$ cat src/hw/bp_config_pkg.sv
/*
 * Table geometry for the branch predictor: BHT and BTB sizes,
 * PC bit fields used for indexing and tagging, and their typedefs
 */
package bp_config_pkg;

    // instructions are word aligned, bits 1:0 never index anything
    localparam int PC_ALIGN_BITS = 2;

    // branch history table, indexed by pc[9:2]
    localparam int BHT_INDEX_BITS = 8;
    localparam int BHT_ENTRIES = 1 << BHT_INDEX_BITS;      // 256 counters

    // branch target buffer, direct mapped
    localparam int BTB_INDEX_BITS = 6;                     // pc[7:2]
    localparam int BTB_ENTRIES = 1 << BTB_INDEX_BITS;      // 64 entries
    localparam int BTB_TAG_BITS = 24;                      // pc[31:8]

    typedef logic [BHT_INDEX_BITS-1:0] bht_index_t;
    typedef logic [BTB_INDEX_BITS-1:0] btb_index_t;
    typedef logic [BTB_TAG_BITS-1:0] btb_tag_t;

endpackage

$ cat src/hw/bp_types_pkg.sv
/*
 * Pipeline side types for the branch predictor:
 * PC width and type, sequential PC step, 2-bit counter states
 */
package bp_types_pkg;

    localparam int PC_WIDTH = 32;

    typedef logic [PC_WIDTH-1:0] pc_t;

    // distance to the next sequential instruction
    localparam pc_t PC_STEP = 32'd4;

    // saturating counter, top bit is the taken prediction
    typedef enum logic [1:0] {
        strong_nt = 2'b00,
        weak_nt   = 2'b01,
        weak_t    = 2'b10,
        strong_t  = 2'b11
    } counter_state_e;

endpackage

$ cat src/hw/btb.sv
/*
 * Direct mapped branch target buffer with tags and valid bits,
 * combinational lookup and one update port for taken resolves
 */
`timescale 1ns/1ps

module btb
    import bp_config_pkg::*;
    import bp_types_pkg::*;
(
    input  logic clk,
    input  logic reset,

    // fetch side lookup
    input  pc_t  lookup_pc,
    output logic hit,
    output pc_t  target,

    // resolve side update
    input  logic update_valid,
    input  pc_t  update_pc,
    input  logic update_taken,
    input  pc_t  update_target
);

    logic     valid_bits [BTB_ENTRIES];
    btb_tag_t tag_mem    [BTB_ENTRIES];
    pc_t      target_mem [BTB_ENTRIES];

    btb_index_t lookup_idx;
    btb_tag_t   lookup_tag;
    btb_index_t update_idx;
    btb_tag_t   update_tag;
    logic       write_en;

    // index is pc[7:2] and tag is pc[31:8]
    assign lookup_idx = lookup_pc[PC_ALIGN_BITS +: BTB_INDEX_BITS];
    assign lookup_tag = lookup_pc[PC_ALIGN_BITS + BTB_INDEX_BITS +: BTB_TAG_BITS];
    assign update_idx = update_pc[PC_ALIGN_BITS +: BTB_INDEX_BITS];
    assign update_tag = update_pc[PC_ALIGN_BITS + BTB_INDEX_BITS +: BTB_TAG_BITS];

    assign write_en = update_valid && update_taken;    // not-taken leaves entry alone

    assign hit    = valid_bits[lookup_idx] && (tag_mem[lookup_idx] == lookup_tag);
    assign target = target_mem[lookup_idx];

    always_ff @(posedge clk) begin
        if (reset) begin
            for (int i = 0; i < BTB_ENTRIES; i++) begin
                valid_bits[i] <= 1'b0;
            end
        end else if (write_en) begin
            valid_bits[update_idx] <= 1'b1;
        end
    end

    always_ff @(posedge clk) begin
        if (write_en) begin
            tag_mem[update_idx]    <= update_tag;
            target_mem[update_idx] <= update_target;
        end
    end

endmodule

$ cat config.mk
export PLATFORM = sky130hd
export DESIGN_NAME = btb
export DESIGN_NICKNAME = d
export VERILOG_FILES = /design/src/hw/bp_config_pkg.sv /design/src/hw/bp_types_pkg.sv /design/src/hw/btb.sv
export SDC_FILE = /design/constraint.sdc
export NUM_CORES = 2
export LEC_CHECK = 0
export BUFFER_PORTS_ARGS = -buffer_cell sky130_fd_sc_hd__buf_2
export CAP_MARGIN = 20
export CORE_MARGIN = 5
export CORE_UTILIZATION = 60
export DETAILED_ROUTE_END_ITERATION = 16
export PLACE_DENSITY = 0.8
export SKIP_LAST_GASP = 1
export SYNTH_ARGS = -nofsm -noshare
export SYNTH_HDL_FRONTEND = slang
export SYNTH_SLANG_ARGS = --single-unit
$ cat constraint.sdc
create_clock -name clk -period 10.1 [get_ports clk]
set_clock_uncertainty 0.2 [all_clocks]
set_input_delay 2.02 -clock clk [delete_from_list [all_inputs] [get_ports clk]]
set_output_delay 2.02 -clock clk [all_outputs]
set_load 0.01 [all_outputs]
==> impl_metrics.ini <==
[clocking]
cts-hold-fix-buffers = 0
postCtsSetupBuffers = 0
clk_latency_ns = 0.99
cts_tree = done
htreeDepth = 5
cts-root-buf = clkbuf_16
cts_made_buffers = 361
clk_path_buf_depth = 4
cts_resized = 0
clk_pin_slew_ns = 0.06
cts.sinks = 3648

[critical_path]
cp_max_fo = 89
reg2reg_depth = 2
cp-start-kind = input port
arrival_ns = 6.75
end_kind = output port
worstPathRequired_ns = 7.88
path_class = input port to output port
r2r_start = valid_bits[35]
startpoint = lookup_pc[3]

[yosys]
ys_warn_count = 0
syn_area_um2 = 139000
synth_nets = 5918
synth_edf_count = 3584
syn_area_per_cell_um2 = 23.9
synth_async_sr_flop_share_pct = 0
synth-main-ff-cell = edfxtp_1
synth_seq_cells = 3648
yosysSeqAreaShare_pct = 78.4
synth.distinct_cells = 56
syn-instance-count = 5818

[drt]
routed_wirelength_um = 420000
ant_nets = 0
vias = 73300
wire_per_inst_um = 44.0
via_per_inst = 7.68
drt_iter0_drc = 14300
drc = 0
dr.pass1.iters = 7

[sta]
tightest_slew_ns = 1.30
rsz0062_at_grt = no
setup_viol = 0
drv_slew = 0
relSlewSlack_pct = 13.6
hold_viol = 0
setup_tns_ns = 0
fmax_mhz = 112
final.min_clock_period_ns = 8.97
timing.final.crit_share_pct = 88.8

[min_path]
worstHoldStart = valid_bits[55]
worst_hold_path_type = register to register
hold_depth = 1

[global_route]
grt_pass1_vias = 73600
grt_util_met3_pct = 11.4
grt_use_total_pct = 34.7
grt_max_degree = 144
gr-usage-met1_pct = 43.4
top_usage_layer = met2
antenna_found_initial = 33
grtUsageMet2_pct = 53.6
globalRouteOverflowTotal = 0
grt_pass1_wl_um = 577000

[layout]
synthToLayoutAreaGrowth_pct = 11.9
fin_cells = 9550
finalInstanceArea_um2 = 156000
layout-drive-gt1-share_pct = 29.8
nets = 6320

[job]
cap_violations = 0

[floorplanning]
num_rows = 176
die_area_um2 = 241000
io_pins = 133
initial_core_util_pct = 60.4
die_h_um = 491
coreArea_um2 = 230000
die_w_um = 491

[placement]
dp_hpwl_um = 197000
dp_cells = 8868
placed_area_um2 = 144000
numPortBuffers = 128
gp_congestion = 0.823

[pwr]
p_leak_nw = 48.5
max-vdd-ir-drop_mv = 0.243
powerDensity_nw_per_um2 = 200

[run_status]
status = completed
==> final cells by class <==
class                           count  area (um2)
Tap cell                         3026        3790
Fill cell                       12600       74600
Multi-Input combinational cell   1855       28900
Clock inverter                    201        1460
Clock buffer                      443        9570
Timing Repair Buffer              350        2820
Sequential cell                  3648      109000
Antenna cell                       23        57.6
Inverter                            4        17.5
==> cells in the final DEF, fill, tap and decap left out, drive strengths merged, types with 8 or more instances in the layout <==
master    netlist  routed
edfxtp       3584    3584
mux4         1021    1021
clkbuf        142     443
buf           169     350
nor2          197     197
clkinv          1     167
mux2i         136     136
nand2          75      75
dfxtp          64      64
a22oi          50      50
o22ai          36      36
a21oi          36      36
nand3          31      31
o221ai         31      31
o21ai          30      30
diode           0      23
nor2b          23      23
a221oi         21      21
bufinv          0      19
nor3           16      16
xor2           16      16
a211oi         13      13
a31oi          13      13
o21ba          12      12
a22o           11      11
clkinvlp        0      11
nand2b          8       8
o211ai          8       8
inv             3       8
==> cell usage after synthesis, types with 5 or more instances <==
library cell,instances,area share [%]
nor2_1,197,0.53
o22ai_1,36,0.16
nand2_1,75,0.20
nand2b_1,8,0.036
buf_6,18,0.15
mux2i_1,136,0.98
a221oi_1,20,0.13
o221ai_1,31,0.20
a21oi_1,36,0.13
nand3_1,31,0.11
and2_1,7,0.032
clkbuf_1,142,0.38
a2111oi_0,6,0.038
edfxtp_1,3584,77
a22oi_1,50,0.27
mux4_1,11,0.21
o21ai_0,30,0.11
mux2_2,6,0.049
dfxtp_1,64,0.92
o211ai_1,8,0.043
nor2b_1,23,0.10
xnor2_1,7,0.044
a211oi_1,13,0.070
a22o_1,11,0.069
buf_1,20,0.054
a31oi_1,13,0.059
o21ba_2,12,0.086
xor2_1,16,0.10
nor4_1,5,0.023
buf_2,87,0.31
nor3_1,16,0.058
nand4_1,7,0.032
buf_4,42,0.23
mux4_2,1010,16
==> logic make-up (layout without fill, tap and decap cells) <==
group	after synthesis	count (layout)	synth area share, %
flops	3648	3648	78.4
mux	1163	1163	17.6
simple gates	385	385	1.21
buf+inv	315	998	1.16
compound gates	284	284	1.47
xor+xnor	23	23	0.145
other cells	0	23	0
==> final timing paths <==
path               endpoint  slack (ns)
max                     hit        1.13
min          valid_bits[55]        0.29
max reg2reg  valid_bits[35]        9.05
min reg2reg  valid_bits[55]        0.29
==> critical path: stages <==
cell,delay [ns]
buf_8,0.52
nand2b_1,0.78
o221ai_1,0.49
a21oi_1,0.09
a311oi_1,0.41
o21ai_0,0.40
mux2i_1,0.21
or4_1,0.50
nor3_1,0.52
and4_1,0.40
buf_2,0.17
==> flip-flops by register name, summed over array words and instances (netlist names) <==
signal      count
tag_mem      1536
target_mem   2048
valid_bits     64
==> report_power, final <==
| part | total (mW) | leakage (nW) | switching [mW] | internal, mW |
|---|---|---|---|---|
| clock | 12.9 | 5.42 | 5.72 | 7.20 |
| sequential | 16.7 | 32.7 | 0.0207 | 16.7 |
| combinational | 1.47 | 10.4 | 0.912 | 0.561 |
==> through the flow <==
stage | hold WS (ns) | util, % | power [mW] | setup WS (ns)
after floorplan | 0.235 | - | 17.8 | 3.05
after global placement | 0.251 | 62.6 | 18.4 | 1.41
after detailed placement | 0.256 | 62.6 | 18.4 | 1.44
after CTS | 0.284 | 67.4 | 31.1 | 1.30
after global routing | 0.301 | 67.6 | 31.9 | 1.17
final | 0.287 | 67.6 | 31.1 | 1.13
==> metal layers <==
metal / vias up / routed length, um
met1: 37100 / 125000
met2: 8310 / 198000
li1: 25900 / -
met5: - / 109
met4: 16 / 32400
met3: 1960 / 64600
No activity file was read; power rests on OpenSTA's default activity.
