### src/hw/bp_config_pkg.sv
/*
 * Table geometry for the branch predictor: BHT and BTB sizes,
 * PC bit fields used for indexing and tagging, and their typedefs
 */
package bp_config_pkg;

    // instructions are word aligned, bits 1:0 never index anything
    localparam int PC_ALIGN_BITS = 2;

    // branch history table, indexed by pc[9:2]
    localparam int BHT_INDEX_BITS = 8;
    localparam int BHT_ENTRIES = 1 << BHT_INDEX_BITS;      // 256 counters

    // branch target buffer, direct mapped
    localparam int BTB_INDEX_BITS = 6;                     // pc[7:2]
    localparam int BTB_ENTRIES = 1 << BTB_INDEX_BITS;      // 64 entries
    localparam int BTB_TAG_BITS = 24;                      // pc[31:8]

    typedef logic [BHT_INDEX_BITS-1:0] bht_index_t;
    typedef logic [BTB_INDEX_BITS-1:0] btb_index_t;
    typedef logic [BTB_TAG_BITS-1:0] btb_tag_t;

endpackage

### src/hw/bp_types_pkg.sv
/*
 * Pipeline side types for the branch predictor:
 * PC width and type, sequential PC step, 2-bit counter states
 */
package bp_types_pkg;

    localparam int PC_WIDTH = 32;

    typedef logic [PC_WIDTH-1:0] pc_t;

    // distance to the next sequential instruction
    localparam pc_t PC_STEP = 32'd4;

    // saturating counter, top bit is the taken prediction
    typedef enum logic [1:0] {
        strong_nt = 2'b00,
        weak_nt   = 2'b01,
        weak_t    = 2'b10,
        strong_t  = 2'b11
    } counter_state_e;

endpackage

### src/hw/bht.sv
/*
 * Branch history table: 2-bit saturating counters,
 * asynchronous lookup read and one synchronous update port
 */
`timescale 1ns/1ps

module bht
    import bp_config_pkg::*;
    import bp_types_pkg::*;
(
    input  logic clk,
    input  logic reset,

    // fetch side lookup
    input  pc_t  lookup_pc,
    output logic counter_msb,

    // resolve side update
    input  logic update_valid,
    input  pc_t  update_pc,
    input  logic update_taken
);

    counter_state_e counters [BHT_ENTRIES];

    bht_index_t     lookup_idx;
    bht_index_t     update_idx;
    counter_state_e update_cur;
    counter_state_e update_next;

    assign lookup_idx = lookup_pc[PC_ALIGN_BITS +: BHT_INDEX_BITS];    // pc[9:2]
    assign update_idx = update_pc[PC_ALIGN_BITS +: BHT_INDEX_BITS];

    // read is combinational, so a same-cycle update is not visible yet
    assign counter_msb = counters[lookup_idx][1];

    assign update_cur = counters[update_idx];

    // one step toward the resolved direction, saturating at both ends
    always_comb begin
        update_next = update_cur;
        case (update_cur)
            strong_nt: begin
                update_next = update_taken ? weak_nt : strong_nt;
            end
            weak_nt: begin
                update_next = update_taken ? weak_t : strong_nt;
            end
            weak_t: begin
                update_next = update_taken ? strong_t : weak_nt;
            end
            strong_t: begin
                update_next = update_taken ? strong_t : weak_t;
            end
            default: begin
                update_next = strong_nt;
            end
        endcase
    end

    always_ff @(posedge clk) begin
        if (reset) begin
            for (int i = 0; i < BHT_ENTRIES; i++) begin
                counters[i] <= strong_nt;    // everything starts not taken
            end
        end else if (update_valid) begin
            counters[update_idx] <= update_next;
        end
    end

endmodule

### config.mk
export PLATFORM = sky130hd
export DESIGN_NAME = bht
export DESIGN_NICKNAME = d
export VERILOG_FILES = /design/src/hw/bp_config_pkg.sv /design/src/hw/bp_types_pkg.sv /design/src/hw/bht.sv
export SDC_FILE = /design/constraint.sdc
export NUM_CORES = 1
export LEC_CHECK = 0
export BUFFER_PORTS_ARGS = -buffer_cell sky130_fd_sc_hd__buf_2
export CORE_ASPECT_RATIO = 0.8
export CORE_MARGIN = 4
export CORE_UTILIZATION = 35
export CTS_CLUSTER_DIAMETER = 150
export CTS_CLUSTER_SIZE = 8
export DETAILED_ROUTE_END_ITERATION = 10
export SYNTH_ARGS = -nofsm -noshare
export SYNTH_HDL_FRONTEND = slang
export SYNTH_SLANG_ARGS = --single-unit
### constraint.sdc
create_clock -name clk -period 4.5 [get_ports clk]
set_clock_uncertainty 0.05 [all_clocks]
set_input_delay 0.675 -clock clk [delete_from_list [all_inputs] [get_ports clk]]
set_output_delay 0.675 -clock clk [all_outputs]
set_load 0.005 [all_outputs]
==> results.yml, run 1 <==
sta:
  rsz0062_at_grt: "false"
  maxSlewHeadroom: 0.201
  tightest_slew_ns: 1.19
  fmax_ghz: 0.237
  hold_viol_final: 0
  drv_slew: 0
  period_minus_slack_ns: 4.23
  period_share: 0.939
  finalSetupViolations: 0
global_routing:
  grt_antenna_before_repair: 1
  grt_pass1_wl_um: 116000
  track_usage: 0.193
  overflow: 0
  grt_pass1_vias: 18277
  grt_max_degree: 89
placement:
  io_buffers: 20
  gp_congestion: 0.856
  post-dp-hpwl_um: 51600
  dp.cells: 3089
synth:
  synthTopCellsByCount: "edfxtp_1 (512), nor2_1 (509), nand2b_1 (243)"
  synth.top_cell.area_share: 0.575
  ys_dominant_reg_cell: "edfxtp_1"
  synth_cell_types: 27
  synth_area_leaders: "edfxtp_1 (58%), mux4_2 (18%), nor2_1 (7.2%)"
  syn_area_um2: 26700
  async_reset_ff_frac: 0
  synth_edf_count: 512
  synth_area_leader_cell: "edfxtp_1"
  syn_area_per_cell_um2: 12.6
  syn_nets: 2189
  syn_inst: 2121
  synth-seq-cells: 512
  synth_warnings: 0
  yosysSeqAreaShare: 0.575
  yosysMostFrequentCell: "edfxtp_1"
cells_and_area:
  reg_top3: "counters: 512 flops"
  drive_gt1_frac: 0.217
  n_antenna_cell: 0
  stdcell_count: 3168
  post-route-util: 0.407
  largest-register: "counters"
  largest_reg_flops: 512
  fin_nets: 2220
  syn2layout_area_growth_pct: 15.0
floorplan:
  die_w_um: 317
  row_count: 90
  ios: 69
  die-height_um: 255
  core_area_um2: 75600
  initial_core_util: 0.354
  die_area_um2: 80900
power_and_ir_drop:
  switching_power_mw: 2.91
  pwr-share-clk: 0.410
  power.density_nw_per_um2: 384
  pwr-share-comb: 0.125
  leakage_nw: 10.4
  seqPwrFrac: 0.465
  p_int_mw: 8.87
  peakVddDrop_mv: 0.274
  swShare: 0.247
  power_mw: 11.8
setup_path:
  path_cells: "buf_4 -> buf_4 -> mux4_2 -> mux4_2 -> mux4_2 -> mux4_2 -> buf_2"
  critPathTopFamily: "multiplexers"
  end_kind: "output pin"
  crit_top_cell: "mux4_2"
  critPathMaxStageDelay_ns: 0.59
  critPathSlowestCell: "mux4_2"
  cp_data_required_time_ns: 3.77
  cp.arrival_ns: 3.50
  path_max_fanout: 10
  cp.buffers_inverters: 3
  worstSetupPathType: "input pin to output pin"
  crit_path_start_kind: "input pin"
drt:
  drt_iter0_drc: 2290
  wl_per_cell_um: 24.5
  firstDrtPassIters: 6
  drc_errors: 0
  vias: 18164
  via_per_inst: 5.73
  wirelength_um: 77800
  postRouteAntennaNets: 0
cts:
  cts-root-buf: "clkbuf_16"
  cts_resized: 0
  tritoncts: "yes"
  htreeDepth: 3
  cts.sink_count: 512
  post-cts-setup-buffer-count: 0
  insertion_delay_ns: 0.61
  cts_made_buffers: 73
  clk_path_buf_depth: 3
  cts.clk_slew.worst_paths_ns: 0.05
  cts_hold_buf: 0
outcome:
  status: "complete, no violations"
hold_path:
  min_path_type: "input pin to flip-flop"
run:
  drv_cap: 0
## metal layers
| layer | vias to the layer above | share of wire | GRT usage | wire [µm] |
|---|---|---|---|---|
| met5 | - | 0 | 0 | 0 |
| met4 | 0 | 0.029 | 0.0590 | 2250 |
| met3 | 156 | 0.11 | 0.0457 | 8730 |
| met2 | 1057 | 0.45 | 0.300 | 35300 |
| met1 | 9165 | 0.40 | 0.272 | 31400 |
| li1 | 7786 | - | - | - |
## per-stage QoR
step / setup WS (ns) / TNS, ns / hold WS (ns) / area (µm²)
6_report: 0.273 / 0 / 0.582 / 30700
2_1_floorplan: 0.235 / 0 / 0.920 / 26700
3_5_place_dp: -0.0901 / -0.858 / 1.17 / 28800
4_1_cts: 0.269 / 0 / 0.520 / 30700
3_3_place_gp: -0.0870 / -1.39 / 1.16 / 28800
5_1_grt: 0.235 / 0 / 0.566 / 30700
## power by group through the flow
stage          combinational [mW]  sequential [mW]  clock (mW)
6_report                     1.47             5.47        4.83
5_1_grt                      1.55             5.48        5.10
4_1_cts                      1.47             5.47        4.90
3_5_place_dp                 1.46             5.56           0
3_3_place_gp                 1.44             5.55           0
2_1_floorplan               0.885             5.53           0
## cell families after synthesis
group | share of synthesized area
and+or+nand+nor | 0.183
DFF | 0.575
muxes | 0.180
buffers and inverters | 0.0311
AOI/OAI and AO/OA | 0.0306
adders and majority gates | 0.000796
## path summary, 6_finish.rpt
check / from / endpoint / slack (ns) / depth (start not counted)
setup / recovery: lookup_pc[2] / counter_msb / 0.27 / 7
hold / removal: update_pc[8] / counters[225][0] / 0.58 / 3
setup reg to reg: counters[190][0] / counters[35][0] / 0.92 / 10
hold reg to reg: counters[67][0] / counters[7][0] / 1.78 / 9
## final cells by class
class                      instances  area (µm²)
clock buffer                      73        1830
clock inverter                     6        82.6
fill                            6859       44800
inverter                           1        3.75
multi-input combinational       1415       10600
sequential                       512       15400
tap                             1012        1270
timing repair buffer             149        1600
## cell usage in the layout (no fill, tap or decap)
master	n
nor2_2	8
and2_1	2
maj3_4	2
nand4_1	2
nor3_1	38
buf_4	91
nand2_1	223
nand2b_1	243
and2_2	1
nor2_4	1
a22oi_1	64
or2_2	3
nor2b_1	5
buf_8	1
nor3_2	10
nand3_1	30
clkinv_8	4
o22ai_1	2
buf_12	40
buf_2	15
a21oi_1	32
edfxtp_1	512
buf_6	2
mux4_2	213
nor2_1	500
inv_6	2
nor4_1	10
a21o_1	22
or2_1	1
or4_1	1
clkbuf_16	73
nor2b_4	2
inv_1	1
## worst min-delay path: stages
cell     delay, ns
buf_2         0.14
nand3_1       0.18
nor3_2        0.07
No activity file was read; power rests on OpenSTA's default activity.
==> inputs of run 2 (changes only) <==
Clock period 4.5 ns to 3.5 ns, I/O delays scaled along.
==> results.yml, run 2 (same netlist as run 1, synthesis figures left out) <==
cells_and_area:
  largest-register: "counters"
  drive_gt1_frac: 0.258
  final_common_cell: "edfxtp_1"
  syn2layout_area_growth_pct: 19.2
  multi_input_area_um2: 10700
  fin_nets: 2316
  num-fill-cells: 6771
  n_antenna_cell: 0
  reg_top3: "counters: 512 flops"
  mostFrequentLayoutCells: "edfxtp_1 (512), nor2_1 (499), nand2b_1 (243), nand2_1 (223), mux4_2 (213)"
  final-seq-area_um2: 15400
  largest_reg_flops: 512
  stdcell_count: 3264
placement:
  dp.cells: 3160
  gp_congestion: 0.859
  post-dp-hpwl_um: 53200
  io_buffers: 20
floorplan:
  row_count: 90
  die_w_um: 317
  core_area_um2: 75600
  initial_core_util: 0.354
  ios: 69
  die-height_um: 255
  die_area_um2: 80900
global_routing:
  grt_pass1_wl_um: 117000
  grt_pass1_vias: 18436
  grt_antenna_before_repair: 2
  grt_max_degree: 79
  overflow: 0
  track_usage: 0.197
outcome:
  violations: "negative setup slack"
  status: "complete, but fails checks"
setup_path:
  end_kind: "output pin"
  worstSetupPathType: "flip-flop to output pin"
  cp_data_required_time_ns: 2.92
  crit-reg2reg-launch: "counters[106][0]"
  cp.arrival_ns: 3.39
  crit_path_start: "counters[243][1]"
  crit_path_start_kind: "flip-flop"
  path_max_fanout: 2
sta:
  timing.hold.ws_ns: 0.417
  setup-tns-final_ns: -0.468
  rsz0062_at_grt: "true"
  finalSetupViolations: 1
  period_minus_slack_ns: 3.97
  fmax_ghz: 0.252
  maxSlewHeadroom: 0.436
  period_share: 1.13
  setup_ws_ns: -0.468
  tightest_slew_ns: 0.844
  hold_viol_final: 0
  drv_slew: 0
power_and_ir_drop:
  leakage_nw: 11.1
  peakVddDrop_mv: 0.331
  power_mw: 15.5
  power.density_nw_per_um2: 486
drt:
  vias: 18463
  wirelength_um: 79100
  drc_errors: 0
  postRouteAntennaNets: 0
  firstDrtPassIters: 6
  drt_iter0_drc: 2553
  wl_per_cell_um: 24.2
  via_per_inst: 5.66
cts:
  cts.sink_count: 512
  tritoncts: "yes"
  insertion_delay_ns: 0.61
  cts_hold_buf: 0
  htreeDepth: 3
  cts-root-buf: "clkbuf_16"
  cts.clk_slew.worst_paths_ns: 0.05
  cts_made_buffers: 73
  clk_path_buf_depth: 3
run:
  drv_cap: 0
hold_path:
  worstHoldStart: "update_pc[8]"
  min_path_type: "input pin to flip-flop"
run 2: cell count changes in the layout (fill, tap and decap cells not counted), sizes merged:
cell / change
buf: +95
clkbuf: +4
clkinv: -4
maj3: +1
run 2: area by class of cell:
cell class | instances | share of cell area
Clock inverter | 2 | 0.000550
Sequential cell | 512 | 0.483
Clock buffer | 77 | 0.0605
Timing Repair Buffer | 244 | 0.0812
Multi-Input combinational cell | 1416 | 0.335
Inverter | 1 | 0.000118
Tap cell | 1012 | 0.0398
run 2: stage by stage:
stage	util	area [µm²]	setup slack, ns
after global placement	0.391	29600	-0.755
after global routing	0.421	31800	-0.487
after CTS	0.417	31500	-0.467
final	0.421	31800	-0.468
after floorplan	-	26800	-0.0122
after detailed placement	0.391	29600	-0.765
run 2: repair_timing:
action / in CTS / in global routing
gates cloned: 0 / 1
setup buffers: 0 / 24
pin swaps: 1 / 5
resized for setup: 3 / 22
endpoints found under the setup margin: 433 / 422
run 2: path summary, 6_finish.rpt:
kind,endpoint,slack [ns],depth (start not counted)
setup / recovery,counter_msb,-0.47,5
hold / removal,counters[225][0],0.42,3
setup reg to reg,counters[138][0],0.10,10
hold reg to reg,counters[97][0],1.74,9
run 2: per-layer routing:
layer  global-route usage  up-vias  routed length (µm)
li1                     -     7980                   -
met2                0.300     1035               35400
met4               0.0526        0                2270
met5                    0        -                   0
met3               0.0606      159                9310
met1                0.275     9289               32100
run 2: critical path, stage by stage, from the launching register on:
cell and delay (ns):
edfxtp_1 0.44, mux4_2 0.51, mux4_2 0.55, mux4_2 0.56, mux4_2 0.58, buf_6 0.15
run 2: power breakdown:
part	switching [mW]	internal [mW]	total, mW
Combinational	1.16	0.930	2.09
Sequential	0.0877	6.95	7.04
Clock	2.51	3.83	6.34
