### config.mk
export PLATFORM = sky130hd
export DESIGN_NAME = mispredict_check
export DESIGN_NICKNAME = d
export VERILOG_FILES = /design/src/hw/bp_types_pkg.sv /design/src/hw/mispredict_check.sv
export SDC_FILE = /design/constraint.sdc
export NUM_CORES = 1
export LEC_CHECK = 0
export ABC_AREA = 1
export BUFFER_PORTS_ARGS = -buffer_cell sky130_fd_sc_hd__buf_2
export CORE_MARGIN = 2
export CORE_UTILIZATION = 30
export DETAILED_ROUTE_END_ITERATION = 6
export GPL_ROUTABILITY_DRIVEN = 1
export PLACE_DENSITY = 0.57
export SLEW_MARGIN = 20
export SYNTH_ARGS = -nofsm -noshare
export SYNTH_HDL_FRONTEND = slang
export SYNTH_SLANG_ARGS = --single-unit
### constraint.sdc
create_clock -name clk -period 2 [get_ports clk]
set_clock_uncertainty 0.1 [all_clocks]
set_input_delay 0.6 -clock clk [delete_from_list [all_inputs] [get_ports clk]]
set_output_delay 0.6 -clock clk [all_outputs]
set_load 0.1 [all_outputs]
### src/hw/bp_types_pkg.sv
/*
 * Pipeline side types for the branch predictor:
 * PC width and type, sequential PC step, 2-bit counter states
 */
package bp_types_pkg;

    localparam int PC_WIDTH = 32;

    typedef logic [PC_WIDTH-1:0] pc_t;

    // distance to the next sequential instruction
    localparam pc_t PC_STEP = 32'd4;

    // saturating counter, top bit is the taken prediction
    typedef enum logic [1:0] {
        strong_nt = 2'b00,
        weak_nt   = 2'b01,
        weak_t    = 2'b10,
        strong_t  = 2'b11
    } counter_state_e;

endpackage

### src/hw/mispredict_check.sv
/*
 * Misprediction check for resolved branches: compares the next PC
 * predicted at fetch with the actual one, registers flag and redirect
 */
`timescale 1ns/1ps

module mispredict_check
    import bp_types_pkg::*;
(
    input  logic clk,
    input  logic reset,

    // resolved branch, with the prediction carried from fetch
    input  logic resolve_valid,
    input  pc_t  resolve_pc,
    input  logic resolve_taken,
    input  pc_t  resolve_target,
    input  logic resolve_pred_taken,
    input  pc_t  resolve_pred_target,

    output logic mispredict,
    output pc_t  redirect_pc
);

    pc_t fall_through;
    pc_t actual_next;
    pc_t predicted_next;
    logic next_differs;

    assign fall_through = resolve_pc + PC_STEP;

    assign actual_next    = resolve_taken ? resolve_target : fall_through;
    assign predicted_next = resolve_pred_taken ? resolve_pred_target : fall_through;

    // a taken prediction to the right target is still correct
    assign next_differs = (actual_next != predicted_next);

    always_ff @(posedge clk) begin
        if (reset) begin
            mispredict  <= 1'b0;
            redirect_pc <= '0;
        end else if (resolve_valid) begin
            mispredict  <= next_differs;
            redirect_pc <= actual_next;    // fetch restarts here on a mispredict
        end else begin
            mispredict  <= 1'b0;           // pulse only for the cycle after a resolve
        end
    end

endmodule

==> results of run 1 <==
[per-stage QoR]
| step | setup WS (ps) | util (%) | TNS, ps |
|---|---|---|---|
| after global routing | -402 | 48.0 | -755 |
| after global placement | -708 | 43.7 | -3800 |
| after CTS | -175 | 45.8 | -175 |
| after floorplan | -109 | - | -109 |
| after detailed placement | -684 | 43.7 | -4150 |
| final | -205 | 48.0 | -205 |
[cells in the mapped netlist]
cell type | n | area (µm²)
nand2_1 | 370 | 1390
nand3_1 | 102 | 510
inv_1 | 74 | 278
nor2_1 | 66 | 248
or2_2 | 37 | 231
dfxtp_1 | 33 | 661
o21ai_0 | 28 | 140
clkbuf_1 | 20 | 75.1
o211ai_1 | 15 | 113
nor2_4 | 8 | 90.1
xnor2_1 | 8 | 70.1
nand4_1 | 7 | 43.8
buf_1 | 5 | 18.8
nand2_2 | 5 | 31.3
xor2_1 | 5 | 43.8
inv_2 | 3 | 11.3
nor2_2 | 3 | 18.8
buf_2 | 2 | 10.0
mux2i_1 | 2 | 20.0
nand2_4 | 2 | 22.5
and2_1 | 1 | 6.26
clkinv_1 | 1 | 3.75
ha_1 | 1 | 12.5
nand3_2 | 1 | 10.0
nor3_1 | 1 | 5.00
o21a_1 | 1 | 7.51
o21bai_1 | 1 | 7.51
[how the worst max path moves through the flow]
stage,start,to,slack (ps),cells past startpoint
after floorplan,resolve_pc[2],mispredict$_SDFF_PP0_,-110,18
after global placement,resolve_pc[2],mispredict$_SDFF_PP0_,-710,16
after detailed placement,resolve_pc[2],mispredict$_SDFF_PP0_,-680,16
after CTS,resolve_pc[13],mispredict$_SDFF_PP0_,-170,19
after global routing,resolve_pc[3],mispredict$_SDFF_PP0_,-400,17
final,resolve_pc[3],mispredict$_SDFF_PP0_,-200,17
[cells by family (layout without fill, tap and decap cells)]
logic type | count (synthesis) | after routing | synth area share (%)
multiplexers | 2 | 2 | 0.491
XOR/XNOR | 13 | 13 | 2.79
AND/OR/NAND/NOR | 603 | 603 | 63.9
adder cells (fa/ha/maj) | 1 | 1 | 0.307
buffers and inverters | 105 | 342 | 9.73
AO/OA/AOI/OAI | 45 | 45 | 6.57
flip-flops | 33 | 33 | 16.2
[cell usage in the layout, fill, tap and decap left out, types with 5 or more instances in the layout]
master / Yosys / layout
nor2_1: 66 / 44
o21ai_0: 28 / 26
nand2_4: 2 / 5
nor2_2: 3 / 20
o211ai_1: 15 / 15
inv_2: 3 / 7
or2_2: 37 / 37
nand2_1: 370 / 344
nand2_2: 5 / 28
buf_2: 2 / 128
nand4_1: 7 / 7
nand3_1: 102 / 88
nand3_2: 1 / 14
xnor2_1: 8 / 6
dfxtp_1: 33 / 33
nor2_4: 8 / 13
clkbuf_16: 0 / 5
buf_4: 0 / 116
inv_1: 74 / 70
buf_12: 0 / 6
[power groups by stage]
stage | clock network, mW | registers [mW] | logic (mW)
2_1_floorplan | 0 | 1.09 | 0.483
5_1_grt | 0.872 | 0.737 | 1.50
3_5_place_dp | 0 | 0.745 | 1.31
3_3_place_gp | 0 | 0.745 | 1.31
6_report | 0.825 | 0.731 | 1.38
4_1_cts | 0.849 | 0.732 | 1.33
[registers in the layout (all words and copies together) (netlist names)]
name         count
redirect_pc     32
mispredict       1
[critical path: cells and delay by family]
family | cells | cell delay (ps)
AND/OR/NAND/NOR | 14 | 1420
adder cells (fa/ha/maj) | 1 | 150
buffers and inverters | 2 | 130
[final cells by class]
| cell class | count | share of cell area, % |
|---|---|---|
| Tap cell | 176 | 3.47 |
| Inverter | 78 | 4.61 |
| Multi-Input combinational cell | 664 | 52.2 |
| Clock inverter | 1 | 0.0788 |
| Clock buffer | 7 | 2.40 |
| Sequential cell | 33 | 10.4 |
| Timing Repair Buffer | 256 | 26.9 |
[what timing repair did]
action,in CTS,in global routing
setup buffers,4,6
resized for setup,21,74
endpoints found under the setup margin,1,12
pin swaps,9,38
[layer usage]
metal	part of all wire (%)	track usage, %
met5	0.071	0
met4	3.3	8.14
met3	5.6	3.54
met2	45	34.9
met1	46	28.1
==> impl_metrics.ini, run 1 <==
[synthesis]
syn_inst = 802
synthDistinctLibCells = 27
synthesis.area_um2 = 4080
ys_ff_latch = 33
syn_avg_cell_area_um2 = 5.08
synth_nets = 904
yosysSeqAreaShare_pct = 16.2
yosysWarningCount = 0

[drt]
ant_nets = 0
drc = 0
vias_per_cell = 4.64
drt-pass1-iter-count = 4
routed_wl_um = 15500
wl_per_cell_um = 12.8
drtIter0Drc = 375
vias = 5638

[clocking]
cts_hold_buffers = 0
clockBufferDepth = 2
root_buffer = clkbuf_16
cts_htree_levels = 2
clk_pin_slew_ps = 50
cts_tree = built
cts_made_buffers = 5
cts_sinks = 33
clk_latency_ps = 280

[worst_setup_path]
end_kind = flop
reg2reg_depth = 4
crit_path_max_incr_delay_ps = 230
cp_slowest_cell = nor2_4
reg2reg_to = redirect_pc[0]$_SDFFE_PP0P_
path_cells = buf_8 > ha_4 > nand2_4 > nor2_4 > nand2_4 > nor2_4 > nand3_2 > nand3_1 > nand2_1 > nand2_1 > nand2_1 > nor2_1 > nand2_1 > nor2_1 > nand3_1 > nand2_1 > inv_1
critPathLaunchType = primary input
crit_required_ps = 2090
arrival_ps = 2290
rr_startpoint = redirect_pc[0]$_SDFFE_PP0P_
path_class = in2reg
cpMostUsedCell = nand2_1
rrSetupSlack_ps = 1250
path_max_fanout = 6

[floorplan]
core-area_um2 = 13200
fp.dieH_um = 121
io_pins = 134
start_util_pct = 30.8
dieArea_um2 = 14500
dieWidth_um = 121
std_cell_rows = 42

[pwr]
p_int_mw = 1.72
power_frac_seq_pct = 24.9
vdd_ir_drop_max_v = 0.000348
pwr-share-comb_pct = 46.9
cellPowerDensity_nw_per_um2 = 462
total_power_mw = 2.93
leakage_nw = 3.63
switching_share_pct = 41.3
p_switching_mw = 1.21
clock_power_share_pct = 28.1

[final_layout]
seqCellArea_um2 = 661
final_cell_count_no_fill = 1215
stdcell_area_um2 = 6350
nets = 1140
antenna_cells = 0
fill_cells = 1474
area_delta_synth_final_pct = 55.8
drive_above_1_share_pct = 37.9
multi_input_area_um2 = 3320

[placed_design]
portBuffers = 133
dp_hpwl_um = 12600
placed_cells = 1197
place_area_um2 = 5790
gp_congestion = 0.881

[sta]
setup_viol = 1
min_period_ps = 2200
slew_violations = 0
rsz0062_at_grt = yes
slew-limit-headroom_pct = 66.8
period_share_pct = 110
hold_viol = 0
layout_setup_ws_ps = -205
max_freq_mhz = 454
whs_ps = 372
worstMarginPinSlew_ps = 501

[min_path]
min-delay-path-class = reg2reg
min_to = redirect_pc[22]$_SDFFE_PP0P_
holdPathStages = 2
hold_start = redirect_pc[22]$_SDFFE_PP0P_

[run_status]
violations = negative setup slack
outcome = complete, but fails checks

[global_route]
grt_max_degree = 45
overflow = 0
grt_pass1_vias = 5215
antenna_found_initial = 1
grt_pass1_wl_um = 24600
grt_util_all_layers_pct = 21.3

[job]
maxCapViolations = 0
Note: power is estimated with default switching activity, not from simulation.
==> run 2, diff against run 1 <==
Settings changed: PLACE_DENSITY 0.57 to 0.51.
Clock period 2 ns to 2.2 ns, I/O delays scaled along.
==> run 2 against run 1 <==
Effect of this change:
- the flow still finishes with violations (negative setup slack)
- sequential share of layout area up 0.27 points
- combinational power decreased by 12%
- cell area shrank 2.5%
- sequential power is 9.0% lower
- core utilization is 1.2 points lower
- first-iteration DRC count decreased by 51%
- global-route usage shrank 0.14 points
- via count fell by 3.4%
- worst hold slack better by 3.8 ps
==> impl_metrics.ini, run 2 (synthesis results as in run 1) <==
[worst_setup_path]
cpMostUsedCell = nand2_1
path_buf_inv = 3
path_cells = buf_8 > ha_4 > nand2_4 > nor2_4 > nand2_4 > buf_4 > nand2_1 > nand3_1 > nand2_1 > nand2_1 > nand2_1 > nand3_1 > nor2_1 > nand2_1 > nor2_2 > nand3_1 > nand2_1 > inv_1
reg2reg_depth = 4
rr_startpoint = redirect_pc[4]$_SDFFE_PP0P_
cp_top_family = simple AND/OR/NAND/NOR gates
critPathLaunchType = primary input
crit_start = resolve_pc[2]
rrSetupSlack_ps = 1420
crit_required_ps = 2280
crit_path_max_incr_delay_ps = 210
cp_slowest_cell = nor2_4
arrival_ps = 2300
path_max_fanout = 5
path_class = in2reg
reg2reg_to = redirect_pc[4]$_SDFFE_PP0P_
end_kind = flop

[sta]
rsz0062_at_grt = yes
min_period_ps = 2220
tns_ps = -18.9
max_freq_mhz = 451
setup_viol = 1
hold_viol = 0
layout_setup_ws_ps = -18.9
worstMarginPinSlew_ps = 492
period_share_pct = 101
slew-limit-headroom_pct = 67.4
slew_violations = 0
whs_ps = 376

[job]
maxCapViolations = 0

[min_path]
min-delay-path-class = reg2reg
hold_start = redirect_pc[6]$_SDFFE_PP0P_
min_to = redirect_pc[6]$_SDFFE_PP0P_
holdPathStages = 2

[drt]
vias = 5449
vias_per_cell = 4.53
ant_nets = 0
drt-pass1-iter-count = 5
routed_wl_um = 15400
wl_per_cell_um = 12.8
drtIter0Drc = 185
drc = 0

[global_route]
grt_pass1_vias = 5123
grt_pass1_wl_um = 24400
grt_util_all_layers_pct = 21.2
grt_max_degree = 31
antenna_found_initial = 0
overflow = 0

[clocking]
cts_made_buffers = 5
cts_hold_buffers = 0
clockBufferDepth = 2
clk_pin_slew_ps = 60
cts_sinks = 33
cts_tree = built
clk_latency_ps = 280
cts_htree_levels = 2
root_buffer = clkbuf_16

[final_layout]
area_delta_synth_final_pct = 51.9
final_cell_mix = 354 x nand2_1, 126 x buf_2, 107 x buf_4, 90 x nand3_1, 72 x inv_1
nets = 1129
antenna_cells = 0
largest_reg_flops = 32
seqCellArea_um2 = 661
drive_above_1_share_pct = 35.6
fill_cells = 1510
top_register = redirect_pc
multi_input_area_um2 = 3270
final_common_cell = nand2_1
reg_top3 = redirect_pc: 32 flops, mispredict: 1 flops

[floorplan]
fp.dieH_um = 121
io_pins = 134
dieArea_um2 = 14500
dieWidth_um = 121
core-area_um2 = 13200
std_cell_rows = 42
start_util_pct = 30.8

[run_status]
outcome = complete, but fails checks
violations = negative setup slack

[placed_design]
portBuffers = 133
gp_congestion = 0.846
dp_hpwl_um = 12800

[pwr]
cellPowerDensity_nw_per_um2 = 418
vdd_ir_drop_max_v = 0.000363
leakage_nw = 3.54
total_power_mw = 2.59
[run 2: worst max-delay path by stage]
stage	to	slack (ps)	cells past startpoint
after floorplan	mispredict$_SDFF_PP0_	30	18
after global placement	mispredict$_SDFF_PP0_	-480	18
after detailed placement	mispredict$_SDFF_PP0_	-490	19
after CTS	mispredict$_SDFF_PP0_	-50	19
after global routing	mispredict$_SDFF_PP0_	-190	17
final	mispredict$_SDFF_PP0_	-20	18
[run 2: power breakdown]
group          switching (mW)  total, mW  internal (mW)
clock                   0.256      0.701          0.444
sequential             0.0226      0.665          0.643
combinational           0.797       1.22          0.427
[run 2: area by class of cell]
class / count / share of cell area [%]
Inverter: 78 / 4.77
Clock buffer: 7 / 2.30
Timing Repair Buffer: 245 / 25.9
Tap cell: 176 / 3.56
Sequential cell: 33 / 10.7
Multi-Input combinational cell: 664 / 52.8
[run 2: layer usage]
metal | wire length (µm) | up-vias | global-route usage, %
li1 | - | 2956 | -
met1 | 6970 | 2343 | 27.2
met2 | 7210 | 134 | 37.2
met3 | 860 | 16 | 3.16
met4 | 344 | 0 | 5.16
met5 | 0 | - | 0
[run 2: per-stage QoR]
step	utilization (%)	worst slack, ps	std cells	cell area, µm²
final	46.8	-18.9	1203	6190
after global routing	46.8	-189	1203	6190
after CTS	45.2	-49.3	1200	5980
after detailed placement	43.0	-492	1186	5690
after global placement	43.0	-484	1186	5690
after floorplan	-	31.1	802	4090
[run 2: timing repair]
| item | in CTS | in global routing |
|---|---|---|
| setup endpoints to repair | 1 | 2 |
| hold endpoints to repair | 0 | 0 |
| pin swaps | 16 | 34 |
| setup buffers | 7 | 3 |
| resized for setup | 25 | 53 |
[run 2: worst min-delay path, cell delays in order (launching register included)]
cell	delay [ps]
dfxtp_1	320
o211ai_1	80
inv_1	50
